[src/logic/datapath_defines.svh]
// datapath sizes for the scalar issue and execute slice
`ifndef DATAPATH_DEFINES_SVH
`define DATAPATH_DEFINES_SVH

// register data width
`define DATA_W 32

// scalar register file
`define NUM_REGS 16
`define REG_ADDR_W 4

// number of identical alu lanes
`define NUM_ALU 3

// width of a lane index
`define LANE_W 2

// result queue depth per lane, also its credit count
`define ALU_CREDITS 2

// operation queue depth, also the input credit count
`define OP_Q_DEPTH 4

`endif

[src/logic/datapath_pkg.sv]
// shared types for the scalar datapath: alu opcodes, decoded and issued ops, results
`include "datapath_defines.svh"

package datapath_pkg;

    // alu operations, shifts take the low 5 bits of b
    typedef enum logic [3:0] {
        ALU_ADD = 4'h0,
        ALU_SUB = 4'h1,
        ALU_AND = 4'h2,
        ALU_OR  = 4'h3,
        ALU_XOR = 4'h4,
        ALU_SLL = 4'h5,
        ALU_SRL = 4'h6,
        ALU_SLT = 4'h7
    } alu_op_e;

    // decoded op from the source, imm is already sign extended
    typedef struct packed {
        alu_op_e                 alu_op;
        logic [`REG_ADDR_W-1:0]  rd;
        logic [`REG_ADDR_W-1:0]  rs1;
        logic [`REG_ADDR_W-1:0]  rs2;
        logic                    use_imm;
        logic [`DATA_W-1:0]      imm;
    } decoded_op_t;

    // op handed to a lane, operands already read
    typedef struct packed {
        alu_op_e                 alu_op;
        logic [`REG_ADDR_W-1:0]  rd;
        logic [`DATA_W-1:0]      a;
        logic [`DATA_W-1:0]      b;
    } lane_op_t;

    // one result for writeback
    typedef struct packed {
        logic [`REG_ADDR_W-1:0]  rd;
        logic [`DATA_W-1:0]      data;
    } wb_t;

endpackage

[src/logic/op_fifo.sv]
// op_fifo: synchronous circular buffer carrying any packed payload type
`timescale 1ns/10ps

module op_fifo #(
    parameter type payload_t = logic [31:0],
    parameter int  DEPTH     = 4
) (
    input  logic     CLK,
    input  logic     nrst,
    input  logic     push,
    input  payload_t push_data,
    input  logic     pop,
    output payload_t head,
    output logic     not_empty,
    output logic     full
);
    localparam int PTR_W = (DEPTH > 1) ? $clog2(DEPTH) : 1;
    localparam int CNT_W = $clog2(DEPTH + 1);

    payload_t             mem [DEPTH];
    logic [PTR_W-1:0]     wr_ptr;
    logic [PTR_W-1:0]     rd_ptr;
    logic [CNT_W-1:0]     count;

    assign head      = mem[rd_ptr];
    assign not_empty = (count != '0);
    assign full      = (count == CNT_W'(DEPTH));

    // storage, no reset needed
    always_ff @(posedge CLK) begin
        if (push) begin
            mem[wr_ptr] <= push_data;
        end
    end

    always_ff @(posedge CLK, negedge nrst) begin
        if (!nrst) begin
            wr_ptr <= '0;
            rd_ptr <= '0;
            count  <= '0;
        end else begin
            if (push) begin
                wr_ptr <= (wr_ptr == PTR_W'(DEPTH - 1)) ? '0 : wr_ptr + 1'b1;
            end
            if (pop) begin
                rd_ptr <= (rd_ptr == PTR_W'(DEPTH - 1)) ? '0 : rd_ptr + 1'b1;
            end
            case ({push, pop})
                2'b10:   count <= count + 1'b1;
                2'b01:   count <= count - 1'b1;
                default: count <= count;
            endcase
        end
    end

    a_no_overflow: assert property (@(posedge CLK) disable iff (!nrst) push |-> !full);
    a_no_underflow: assert property (@(posedge CLK) disable iff (!nrst) pop |-> not_empty);

endmodule

[src/logic/regfile.sv]
// regfile: scalar registers, two combinational reads and one writeback port
`timescale 1ns/10ps
`include "datapath_defines.svh"

module regfile (
    input  logic                   CLK,
    input  logic                   nrst,
    input  logic [`REG_ADDR_W-1:0] rs1,
    input  logic [`REG_ADDR_W-1:0] rs2,
    output logic [`DATA_W-1:0]     rdat1,
    output logic [`DATA_W-1:0]     rdat2,
    input  logic                   wb_valid,
    input  datapath_pkg::wb_t      wb
);
    logic [`DATA_W-1:0] regs [`NUM_REGS];

    // reads see the old value during a write cycle
    assign rdat1 = regs[rs1];
    assign rdat2 = regs[rs2];

    always_ff @(posedge CLK, negedge nrst) begin
        if (!nrst) begin
            for (int i = 0; i < `NUM_REGS; i++) begin
                regs[i] <= '0;
            end
        end else if (wb_valid) begin
            regs[wb.rd] <= wb.data;
        end
    end

endmodule

[src/logic/sc_datapath.sv]
// sc_datapath: op queue, scoreboard, alu lanes, writeback arbiter and register file
`timescale 1ns/10ps
`include "datapath_defines.svh"

module sc_datapath (
    input  logic                       CLK,
    input  logic                       nrst,
    input  logic                       op_valid,
    input  datapath_pkg::decoded_op_t  op,
    output logic                       op_credit,
    output logic                       wb_valid,
    output datapath_pkg::wb_t          wb
);
    import datapath_pkg::*;

    decoded_op_t             q_head;
    logic                    q_not_empty;
    logic                    q_pop;
    logic [`REG_ADDR_W-1:0]  rs1;
    logic [`REG_ADDR_W-1:0]  rs2;
    logic [`DATA_W-1:0]      rdat1;
    logic [`DATA_W-1:0]      rdat2;
    logic [`NUM_ALU-1:0]     issue_valid;
    lane_op_t                issue_op;
    logic [`NUM_ALU-1:0]     credit_return;
    logic [`NUM_ALU-1:0]     lane_pop;
    logic [`NUM_ALU-1:0]     lane_result_valid;
    wb_t                     lane_result [`NUM_ALU];

    // input credits mirror the queue depth, no full flag needed
    op_fifo #(.payload_t(decoded_op_t), .DEPTH(`OP_Q_DEPTH)) op_queue_i (
        .CLK, .nrst,
        .push(op_valid), .push_data(op), .pop(q_pop),
        .head(q_head), .not_empty(q_not_empty), .full()
    );

    // freed queue slot goes back to the source one cycle later
    always_ff @(posedge CLK, negedge nrst) begin
        if (!nrst) begin
            op_credit <= 1'b0;
        end else begin
            op_credit <= q_pop;
        end
    end

    scoreboard_issue scoreboard_i (
        .CLK, .nrst,
        .head(q_head), .head_valid(q_not_empty), .pop(q_pop),
        .rs1, .rs2, .rdat1, .rdat2,
        .issue_valid, .issue_op, .credit_return,
        .wb_valid, .wb_rd(wb.rd)
    );

    regfile regfile_i (.CLK, .nrst, .rs1, .rs2, .rdat1, .rdat2, .wb_valid, .wb);

    for (genvar g = 0; g < `NUM_ALU; g++) begin : g_lane
        scalar_alu_unit alu_i (
            .CLK, .nrst,
            .issue_valid(issue_valid[g]), .issue_op,
            .pop(lane_pop[g]),
            .result(lane_result[g]), .result_valid(lane_result_valid[g])
        );
    end

    writeback_arbiter wb_arb_i (
        .CLK, .nrst,
        .result_valid(lane_result_valid), .result(lane_result), .pop(lane_pop),
        .credit_return, .wb_valid, .wb
    );

endmodule

[src/logic/scalar_alu_unit.sv]
// scalar_alu_unit: two stage alu lane feeding its own result queue
`timescale 1ns/10ps
`include "datapath_defines.svh"

module scalar_alu_unit (
    input  logic                    CLK,
    input  logic                    nrst,
    input  logic                    issue_valid,
    input  datapath_pkg::lane_op_t  issue_op,
    input  logic                    pop,
    output datapath_pkg::wb_t       result,
    output logic                    result_valid
);
    import datapath_pkg::*;

    logic               s1_valid;
    lane_op_t           s1_op;
    logic               s2_valid;
    wb_t                s2_res;
    logic [`DATA_W-1:0] alu_out;
    logic               q_full;

    always_comb begin
        case (s1_op.alu_op)
            ALU_ADD: alu_out = s1_op.a + s1_op.b;
            ALU_SUB: alu_out = s1_op.a - s1_op.b;
            ALU_AND: alu_out = s1_op.a & s1_op.b;
            ALU_OR:  alu_out = s1_op.a | s1_op.b;
            ALU_XOR: alu_out = s1_op.a ^ s1_op.b;
            ALU_SLL: alu_out = s1_op.a << s1_op.b[4:0];
            ALU_SRL: alu_out = s1_op.a >> s1_op.b[4:0];
            ALU_SLT: alu_out = {{(`DATA_W-1){1'b0}}, $signed(s1_op.a) < $signed(s1_op.b)};
            default: alu_out = '0;
        endcase
    end

    always_ff @(posedge CLK, negedge nrst) begin
        if (!nrst) begin
            s1_valid <= 1'b0;
            s2_valid <= 1'b0;
        end else begin
            s1_valid <= issue_valid;
            s2_valid <= s1_valid;
        end
    end

    // operand and result payload
    always_ff @(posedge CLK) begin
        if (issue_valid) begin
            s1_op <= issue_op;
        end
        if (s1_valid) begin
            s2_res.rd   <= s1_op.rd;
            s2_res.data <= alu_out;
        end
    end

    op_fifo #(.payload_t(wb_t), .DEPTH(`ALU_CREDITS)) result_q_i (
        .CLK, .nrst,
        .push(s2_valid), .push_data(s2_res), .pop,
        .head(result), .not_empty(result_valid), .full(q_full)
    );

    // lane credit guarantees a free slot two cycles after issue
    a_room_at_push: assert property (@(posedge CLK) disable iff (!nrst)
        issue_valid |-> ##2 !q_full);

endmodule

[src/logic/scoreboard_issue.sv]
// scoreboard_issue: pending bitmap, hazard check and credit based issue to alu lanes
`timescale 1ns/10ps
`include "datapath_defines.svh"

module scoreboard_issue (
    input  logic                        CLK,
    input  logic                        nrst,
    input  datapath_pkg::decoded_op_t   head,
    input  logic                        head_valid,
    output logic                        pop,
    output logic [`REG_ADDR_W-1:0]      rs1,
    output logic [`REG_ADDR_W-1:0]      rs2,
    input  logic [`DATA_W-1:0]          rdat1,
    input  logic [`DATA_W-1:0]          rdat2,
    output logic [`NUM_ALU-1:0]         issue_valid,
    output datapath_pkg::lane_op_t      issue_op,
    input  logic [`NUM_ALU-1:0]         credit_return,
    input  logic                        wb_valid,
    input  logic [`REG_ADDR_W-1:0]      wb_rd
);
    localparam int CRED_W = $clog2(`ALU_CREDITS + 1);

    logic [`NUM_REGS-1:0]             pending;
    logic [`NUM_REGS-1:0]             pend_set;
    logic [`NUM_REGS-1:0]             pend_clr;
    logic [`NUM_ALU-1:0][CRED_W-1:0]  credit;
    logic [`NUM_ALU-1:0]              lane_sel;
    logic                             hazard;
    logic                             can_issue;

    // source operands go straight to the register file
    assign rs1 = head.rs1;
    assign rs2 = head.rs2;

    // raw on rs1/rs2 and waw on rd, no bypass from the writeback cycle
    assign hazard = pending[head.rs1]
                  | (!head.use_imm && pending[head.rs2])
                  | pending[head.rd];

    // lowest lane with a free credit
    always_comb begin
        logic found;
        found    = 1'b0;
        lane_sel = '0;
        for (int i = 0; i < `NUM_ALU; i++) begin
            if (!found && credit[i] != '0) begin
                found       = 1'b1;
                lane_sel[i] = 1'b1;
            end
        end
    end

    assign can_issue   = head_valid && !hazard && (lane_sel != '0);
    assign pop         = can_issue;
    assign issue_valid = can_issue ? lane_sel : '0;

    always_comb begin
        issue_op.alu_op = head.alu_op;
        issue_op.rd     = head.rd;
        issue_op.a      = rdat1;
        issue_op.b      = head.use_imm ? head.imm : rdat2;
    end

    always_comb begin
        pend_set = '0;
        pend_clr = '0;
        if (can_issue) begin
            pend_set[head.rd] = 1'b1;
        end
        if (wb_valid) begin
            pend_clr[wb_rd] = 1'b1;
        end
    end

    always_ff @(posedge CLK, negedge nrst) begin
        if (!nrst) begin
            pending <= '0;
            for (int i = 0; i < `NUM_ALU; i++) begin
                credit[i] <= CRED_W'(`ALU_CREDITS);
            end
        end else begin
            pending <= (pending & ~pend_clr) | pend_set;
            for (int i = 0; i < `NUM_ALU; i++) begin
                case ({issue_valid[i], credit_return[i]})
                    2'b10:   credit[i] <= credit[i] - 1'b1;
                    2'b01:   credit[i] <= credit[i] + 1'b1;
                    default: credit[i] <= credit[i];
                endcase
            end
        end
    end

    for (genvar g = 0; g < `NUM_ALU; g++) begin : g_credit_chk
        // a returned credit must belong to an op that was issued earlier
        a_no_excess: assert property (@(posedge CLK) disable iff (!nrst)
            credit_return[g] |-> (credit[g] < CRED_W'(`ALU_CREDITS)) || issue_valid[g]);
        // an underflow wraps to a value above the credit count
        a_no_negative: assert property (@(posedge CLK) disable iff (!nrst)
            credit[g] <= CRED_W'(`ALU_CREDITS));
    end

    a_one_lane: assert property (@(posedge CLK) disable iff (!nrst) $onehot0(issue_valid));

endmodule

[src/logic/writeback_arbiter.sv]
// writeback_arbiter: round robin drain of lane results into the register file
`timescale 1ns/10ps
`include "datapath_defines.svh"

module writeback_arbiter (
    input  logic                 CLK,
    input  logic                 nrst,
    input  logic [`NUM_ALU-1:0]  result_valid,
    input  datapath_pkg::wb_t    result [`NUM_ALU],
    output logic [`NUM_ALU-1:0]  pop,
    output logic [`NUM_ALU-1:0]  credit_return,
    output logic                 wb_valid,
    output datapath_pkg::wb_t    wb
);
    logic [`LANE_W-1:0] rr_ptr;
    logic [`LANE_W-1:0] grant;

    // first non-empty lane at or after the pointer
    always_comb begin
        int   idx;
        logic found;
        idx   = 0;
        found = 1'b0;
        grant = '0;
        pop   = '0;
        for (int k = 0; k < `NUM_ALU; k++) begin
            idx = int'(rr_ptr) + k;
            if (idx >= `NUM_ALU) begin
                idx = idx - `NUM_ALU;
            end
            if (!found && result_valid[idx]) begin
                found    = 1'b1;
                grant    = idx[`LANE_W-1:0];
                pop[idx] = 1'b1;
            end
        end
    end

    always_ff @(posedge CLK, negedge nrst) begin
        if (!nrst) begin
            rr_ptr        <= '0;
            wb_valid      <= 1'b0;
            credit_return <= '0;
        end else begin
            wb_valid      <= (pop != '0);
            credit_return <= pop;
            if (pop != '0) begin
                // next search starts past the winner
                rr_ptr <= (grant == `LANE_W'(`NUM_ALU - 1)) ? '0 : grant + 1'b1;
            end
        end
    end

    always_ff @(posedge CLK) begin
        if (pop != '0) begin
            wb <= result[grant];
        end
    end

    a_pop_onehot: assert property (@(posedge CLK) disable iff (!nrst) $onehot0(pop));

endmodule

[config.mk]
export PLATFORM = sky130hd
export DESIGN_NAME = sc_datapath
export DESIGN_NICKNAME = d
export VERILOG_FILES = /design/src/logic/datapath_pkg.sv /design/src/logic/op_fifo.sv /design/src/logic/regfile.sv /design/src/logic/sc_datapath.sv /design/src/logic/scalar_alu_unit.sv /design/src/logic/scoreboard_issue.sv /design/src/logic/writeback_arbiter.sv
export VERILOG_INCLUDE_DIRS = /design/src /design/src/logic
export SDC_FILE = /design/constraint.sdc
export NUM_CORES = 2
export LEC_CHECK = 0
export BUFFER_PORTS_ARGS = -buffer_cell sky130_fd_sc_hd__buf_4
export CORE_ASPECT_RATIO = 1.1
export CORE_MARGIN = 2
export CORE_UTILIZATION = 30
export CTS_BUF_LIST = sky130_fd_sc_hd__clkbuf_8 sky130_fd_sc_hd__clkbuf_16
export DETAILED_ROUTE_END_ITERATION = 8
export GPL_TIMING_DRIVEN = 0
export SLEW_MARGIN = 10
export SYNTH_ARGS = -nofsm -noshare
export SYNTH_HDL_FRONTEND = slang
export SYNTH_SLANG_ARGS = --single-unit
[constraint.sdc]
create_clock -name CLK -period 8.3 [get_ports CLK]
set_clock_uncertainty 0.2 [all_clocks]
set_input_delay 0.415 -clock CLK [delete_from_list [all_inputs] [get_ports CLK]]
set_output_delay 0.415 -clock CLK [all_outputs]
set_load 0.05 [all_outputs]
* Word-level counts from Yosys, hierarchy flattened
Memory sizes are Yosys's and may differ from the RTL's. Cells that the tools add are included.
Word-level totals: RAM bits 412, output and inout port bits 38, memories kept 4, register bits 926
Cells by class: reduce and logical (&&, ||, !) cells 38, $add $sub $neg 34, bitwise gates (word level) 20, magnitude comparators 23, shift operators 6, equality and inequality tests 38, mux-type cells 83
Memories:
- op_queue_i.mem | depth 4, bits a word 49, read ports 1, clocked after memory_dff 0, write ports 1, RTL line op_fifo.sv:20 | payload_t mem [DEPTH];
- g_lane[0].alu_i.result_q_i.mem | depth 2, bits a word 36, read ports 1, clocked after memory_dff 0, write ports 1, RTL line op_fifo.sv:20
- g_lane[1].alu_i.result_q_i.mem | depth 2, bits a word 36, read ports 1, clocked after memory_dff 0, write ports 1, RTL line op_fifo.sv:20
- g_lane[2].alu_i.result_q_i.mem | depth 2, bits a word 36, read ports 1, clocked after memory_dff 0, write ports 1, RTL line op_fifo.sv:20
Operators by type and width (count):
- case mux 32 bit (8 select lines) | 3
- bitwise mux 512 bit | 1
- 2-to-1 mux 32 bit | 9
- binary-select mux 32 bit (select 4 bit) | 2
- demux 32 bit (select 4 bit) | 1
- adder 32 bit | 3
- AND 32 bit | 3
- >= comparator 32 x 1 -> 1 bit, second input constant | 3
- less-than comparator 32 bit | 3
- less-than comparator 32 x 4 -> 1 bit, second input constant | 3
- OR 32 bit | 3
- << shifter 32 x 5 -> 32 bit | 3
- right shift 32 x 5 -> 32 bit | 3
- subtractor 32 bit | 3
- XOR 32 bit | 3
- binary-select mux 36 bit (select 2 bit) | 1
- 2-to-1 mux 36 bit | 2
- >= comparator 32 x 3 -> 1 bit, second input constant | 2
- subtractor 32 x 3 -> 32 bit, second input constant | 2
- equality test 4 x 3 -> 1 bit, second input constant | 12
- 2-to-1 mux 1 bit | 34
- 2-to-1 mux 16 bit | 2
- nonzero test 2 bit | 13
- equality test 4 x 2 -> 1 bit, second input constant | 6
- other kinds (36) | 122

* Longest topological paths before layout
depth in word-level cells 16, depth in mapped cells 16, gate-level depth less buffers 13

* Hierarchy
A second synthesis with hierarchy kept.
Second synthesis, totals: cells, all modules 6735, area total of the unflattened synthesis 81374.3 µm²
By module, submodules not included:
- regfile | cells each 1675, instances 1, sequential area each 12812.3 µm², area an instance 26457.9 µm²
- scalar_alu_unit (g_lane[1].alu_i ...) | cells each 1325, instances 2, sequential area each 3293.2 µm², area an instance 11308.3 µm²
- scalar_alu_unit (g_lane[0].alu_i) | cells each 1308, instances 1, sequential area each 3293.2 µm², area an instance 11267.1 µm²
- op_fifo (g_lane[0].alu_i.result_q_i ...) | cells each 128, instances 3, sequential area each 2262.2 µm², area an instance 2934.1 µm²
- op_fifo (op_queue_i) | cells each 292, instances 1, sequential area each 6060.8 µm², area an instance 7541.0 µm²
- scoreboard_issue | cells each 245, instances 1, sequential area each 554.3 µm², area an instance 2341.0 µm²
- writeback_arbiter | cells each 180, instances 1, sequential area each 1231.2 µm², area an instance 2323.5 µm²
- sc_datapath | cells each 1, instances 1, sequential area each 25.0 µm², area an instance 25.0 µm²

* Least setup slack after synthesis
Ideal clock, no wire load.
path kind register -> register, from register op_queue_i.rd_ptr[1], to register g_lane[1].alu_i.s1_op[0] (netlist bit) (enable), path slack 3.232 ns, arrival time 4.442 ns, library setup time 0.426 ns, data required time 7.674 ns, stages on the path, launching flop included 11, path through dfrtp_1 > clkbuf_1 > mux4_2 > clkbuf_1 > mux4_2 > mux2_2 > nand2_1 > o21ai_0 > or4_4 > or4_1 > inv_1
RTL lines:
- start, declared | RTL line op_fifo.sv:22 | logic [PTR_W-1:0] rd_ptr;
- start signal, assigned | RTL line op_fifo.sv:46 | rd_ptr <= (rd_ptr == PTR_W'(DEPTH - 1)) ? '0 : rd_ptr + 1'b1;
- end signal, assigned | RTL line scalar_alu_unit.sv:50 | s1_op <= issue_op;
- end, declared | RTL line scalar_alu_unit.sv:17 | lane_op_t s1_op;

* Worst setup path in the final report
from register g_lane[1].alu_i.s1_op[1] (netlist bit), to register g_lane[1].alu_i.s2_res[23] (netlist bit) (data pin)
Between the ends: word-level cells in the longest chain between the ends 2, elaborated cells on any way between the ends 5, those cells by class 2 x add/sub; 2 x shift; 1 x mux
Ends and longest elaborated chain:
- subtractor 32 bit, or another cell as far along | RTL line scalar_alu_unit.sv:26 | ALU_SUB: alu_out = s1_op.a - s1_op.b;
- case mux 32 bit (8 select lines) (*) | RTL line scalar_alu_unit.sv:24 | case (s1_op.alu_op)
- end, declared | RTL line scalar_alu_unit.sv:19 | wb_t s2_res;
Mark *: on every way between the ends. The rest lies on a longest branch, timed or not. A chain may end at the register's enable or synchronous reset.

==> reports/metrics.sh <==
REG2REG_SLACK_NS=1.63
IOPINCOUNT=90
SYNTH_SEQ_AREA_SHARE_PCT=47.2
CRITICAL_PATH.REG2REG.ENDPOINT='g_lane[1].alu_i.s2_res[23]'
POST-ROUTE-PERIOD-UTIL_PCT=80.4
REGISTER_AREA_UM2=37400
FINAL_LAYOUT_SIZE_SUFFIX_GT1_SHARE_PCT=20.3
CLKTRANSATPATHREGS_NS=0.06
MAX-VDD-IR-DROP_V=0.000245
TRITONCTS_SINKS=1338
FINALSETUPTNS_NS=0
DIE_X_UM=494
FINALHOLDVIOLCOUNT=0
INITIAL_CORE_UTIL_PCT=30.2
FILLERINSTANCES=25775
INITIALDRTVIOLATIONCOUNT=7526
WORST_SKEW_PAIR.LATE_LATENCY_NS=0.83
WORST_SLEW_MARGIN_REL_PCT=2.76
MAX_SLEW.WORST_PIN.SLEW_NS=1.46
DPL.CELL_COUNT=10267
STATIC-LEAKAGE-POWER_nW=35.4
ROUTE.DETAILED.DRC=0
PORTBUFFERS=89
REPORT.FINAL.SLEW_VIOL_COUNT=0
TRITONCTS_CLOCK_TREE='built'
YS_ASYNC_SR_FRACTION_PCT=42.3
DR.PASS1.ITERS=6
POSTSYNTHREGISTERBITS=1338
NUMBER_OF_BUFFERS_INSERTED_DURING_CLOCK_TREE_SYNTHESIS=139
GRT_OVERFLOW=0
TIMING.CRITICAL_PATH.SLOWEST_STAGE_CELL='o311ai_0'
FINALSETUPVIOLATIONS=0
WORST_SLACK_NS=1.63
VIAS=61684
CPLARGESTDELAYFAMILY='compound AO/OA/AOI/OAI gates'
PRIMARY_FLIP_FLOP_CELL_CHOSEN_BY_SYNTHESIS_MAPPING='edfxtp_1'
GRT.TOTAL_USAGE_PCT=24.8
WL_PER_CELL_UM=32.1
ANTENNA_VIOLATIONS_BEFORE_REPAIR=48
DETAIL-ROUTE-ANTENNA-NETS=0
ACHIEVABLE-FREQUENCY_MHz=150
DP_HPWL_MM=261
AVGVIACOUNTPERCELL=5.81
NETLIST_AREA_UM2=79100
DIE_AREA_UM2=268000
P_PER_AREA_nW_PER_UM2=165
SYNTH.LIB_CELLS_USED.DISTINCT=83
WORST-R2R-CELL-COUNT=12
CRITICALPATHCATEGORY='register to register'
CP.ARRIVAL_NS=6.99
MAXIMUM_LEVEL_OF_THE_CTS_H_TREE=4
SYN-NUM-NETS=7008
OUTCOME='completed'
CRITICAL_PATH.ENDPOINT_TYPE='register'
ROUTE.FINAL.WIRE_LENGTH_MM=340
MULTI_INPUT_COMB_AREA_UM2=39000
NETLIST_INSTANCES=6642
FINAL_WTD_CONGESTION=1.05
COUNT_OF_NETS_AFTER_FINISHING=7345
NUMBER_OF_ROWS_CREATED_AT_FLOORPLAN=197
LAYOUT.CORE_UTILIZATION_PCT=34.5
CRIT_PATH_START_KIND='register'
SYNTH_EDF_COUNT=772
GRT_SETUP_UNREPAIRED='no'
WORSTPATHBUFFERINVERTERCOUNT=2
MAX_CAP_VIOL=0
GRT_FIRST_PASS_WIRELENGTH_MM=472
WORST_HOLD_PATH_TYPE='input pin to asynchronous set/reset pin'
CLOCK_TREE.BUFFER_DEPTH=3
FIRST_GLOBAL_VIAS=60803
WORST-PATH-MAX-FANOUT=10
GRT_MAX_DEGREE=112
YOSYS_WARNING_COUNT=0
FINAL.MIN_CLOCK_PERIOD_NS=6.67
SYNTHESIS.AREA_PER_INSTANCE_UM2=11.9
DIE_HEIGHT_UM=543
CRITICAL_PATH_REQUIRED_NS=8.61
PRECTSSETUPSLACK_NS=1.80
R2R-START='g_lane[1].alu_i.s1_op[1]'
SLOWEST_DELAY_NS=0.85
CP_CELL_SEQUENCE='clkbuf_1, clkinv_1, ha_1, nor2_1, o311ai_0, nand3_1, a21bo_2, a211oi_1, nor2_1, o311ai_0, mux2i_1, o211ai_1'
AREA_DELTA_SYNTH_FINAL_PCT=14.3
LAYOUT.CELLS.NON_FILLER=10611
DESIGN.CORE.AREA_UM2=262000
CLOCK_TREE.ROOT_CELL='clkbuf_16'
## cell usage after synthesis (10+ instances only)
cell         n  area share [%]
nand2b_1    63            0.50
a222oi_1    24            0.30
nand3_1     71            0.45
nand3b_1    11            0.10
o21bai_1    34            0.32
buf_2       10           0.063
a31oi_1     25            0.20
xnor2_1     58            0.64
a21o_1      55            0.52
nand4_1     28            0.22
a22oi_1     59            0.56
and3_1      13            0.10
ha_1       307             4.9
nor4_1      24            0.19
a2111oi_0   14            0.15
o21a_1      12            0.11
a21oi_1    374             2.4
mux2_2     597             8.5
nor3_1      75            0.47
a211o_1     27            0.30
o221ai_1    18            0.20
o21ai_0    456             2.9
buf_1       87            0.41
mux2i_1    301             3.8
clkbuf_1   377             1.8
o22ai_1     44            0.35
and2_1      20            0.16
xor2_1      26            0.29
nor2_1     507             2.4
dfrtp_1    563              18
mux4_2     379              11
or2_2       14            0.11
o2111ai_1   10            0.11
nor2b_1     59            0.47
o31ai_1     32            0.30
inv_1      304             1.4
a221o_1     12            0.15
a221oi_1    49            0.54
edfxtp_1   772              29
or3_1       63            0.50
o211ai_1   112             1.1
a211oi_1    87            0.83
nand2_1    315             1.5
## per-stage QoR
stage	power (mW)	cell area, µm²	hold slack, ns
6_report	15.0	90400	0.0591
5_1_grt	15.3	90400	0.0802
4_1_cts	15.0	90300	0.0241
3_5_place_dp	8.84	85300	0.168
3_3_place_gp	8.72	84100	0.202
2_1_floorplan	8.01	79100	-0.0806
## final cells by class
type | count | area share, %
clock buffers | 158 | 4.16
multi-input cells | 4510 | 43.1
flip-flops and latches | 1338 | 41.3
repair buffers | 196 | 2.35
clock inverters | 98 | 0.833
inverters | 317 | 1.32
plain buffers | 477 | 2.02
well taps | 3482 | 4.82
diodes | 35 | 0.0969
## routing by layer
| layer | track usage, % | part of all wire [%] | vias up |
|---|---|---|---|
| met5 | 0 | 0.033 | - |
| met4 | 15.8 | 7.2 | 18 |
| met3 | 4.93 | 8.3 | 705 |
| met2 | 38.1 | 45 | 3214 |
| met1 | 31.9 | 40 | 31811 |
| li1 | - | - | 25936 |
## state kept, by name, indices dropped and copies added, names as in the netlist, 6 cells and up
signal / count
g_lane.alu_i.s2_res: 108
wb_arb_i.wb: 36
regfile_i.regs: 512
g_lane.alu_i.result_q_i.count: 6
g_lane.alu_i.s1_op: 216
g_lane.alu_i.result_q_i.mem: 216
op_queue_i.mem: 196
scoreboard_i.credit: 6
scoreboard_i.pending: 16
## cells in the final DEF (no fill, tap or decap), types with 73 or more instances in the layout
| cell | count |
|---|---|
| edfxtp_1 | 772 |
| mux2_2 | 597 |
| dfrtp_1 | 560 |
| nor2_1 | 504 |
| o21ai_0 | 424 |
| mux4_2 | 379 |
| clkbuf_1 | 377 |
| a21oi_1 | 355 |
| inv_1 | 337 |
| nand2_1 | 315 |
| ha_1 | 307 |
| mux2i_1 | 301 |
| clkbuf_16 | 141 |
| o211ai_1 | 112 |
| buf_4 | 95 |
| a211oi_1 | 87 |
| buf_1 | 84 |
| nor3_1 | 73 |
## worst reg2reg max path, delay by kind of cell (launching register included)
kind	cells	cell delay, ns
multiplexers	1	0.16
buffers and inverters	2	1.10
flip-flops	1	0.63
AND/OR/NAND/NOR	3	0.38
adder cells (fa/ha/maj)	1	0.60
AO/OA/AOI/OAI	5	3.32
## worst max path at each step
stage                             start                         end  slack [ns]  cells past startpoint
2_1_floorplan      op_queue_i.rd_ptr[1]    g_lane[1].alu_i.s1_op[0]        3.23                     10
3_3_place_gp                       nrst         regfile_i.regs[233]        0.54                      1
4_1_cts        g_lane[0].alu_i.s1_op[3]  g_lane[0].alu_i.s2_res[28]        1.74                     14
6_report       g_lane[1].alu_i.s1_op[1]  g_lane[1].alu_i.s2_res[23]        1.63                     12
3_5_place_dp   g_lane[0].alu_i.s1_op[3]  g_lane[0].alu_i.s2_res[28]        1.80                     14
5_1_grt        g_lane[0].alu_i.s1_op[3]  g_lane[0].alu_i.s2_res[30]        1.47                     14
## power breakdown
part | switching [mW] | internal, mW
Combinational | 1.06 | 0.405
Clock | 2.83 | 3.38
Sequential | 0.0395 | 7.24
Total | 3.93 | 11.0
## cells by family (layout without fill, tap and decap cells)
group | count (synthesis) | after routing | synth area share, %
other | 0 | 35 | 0
AO/OA/AOI/OAI | 1546 | 1546 | 12.5
multiplexers | 1277 | 1277 | 23.1
flip-flops | 1338 | 1338 | 47.2
XOR/XNOR | 84 | 84 | 0.930
AND/OR/NAND/NOR | 1288 | 1288 | 7.43
adder cells (fa/ha/maj) | 315 | 315 | 5.05
buffers and inverters | 794 | 1246 | 3.81
## timing repair
item | 4_1_cts | 5_1_grt
gates resized for setup | 0 | 0
hold endpoints to repair | 590 | 0
hold buffers | 52 | 0
buffers inserted | 0 | 0
Power figures use the tool's default switching activity.
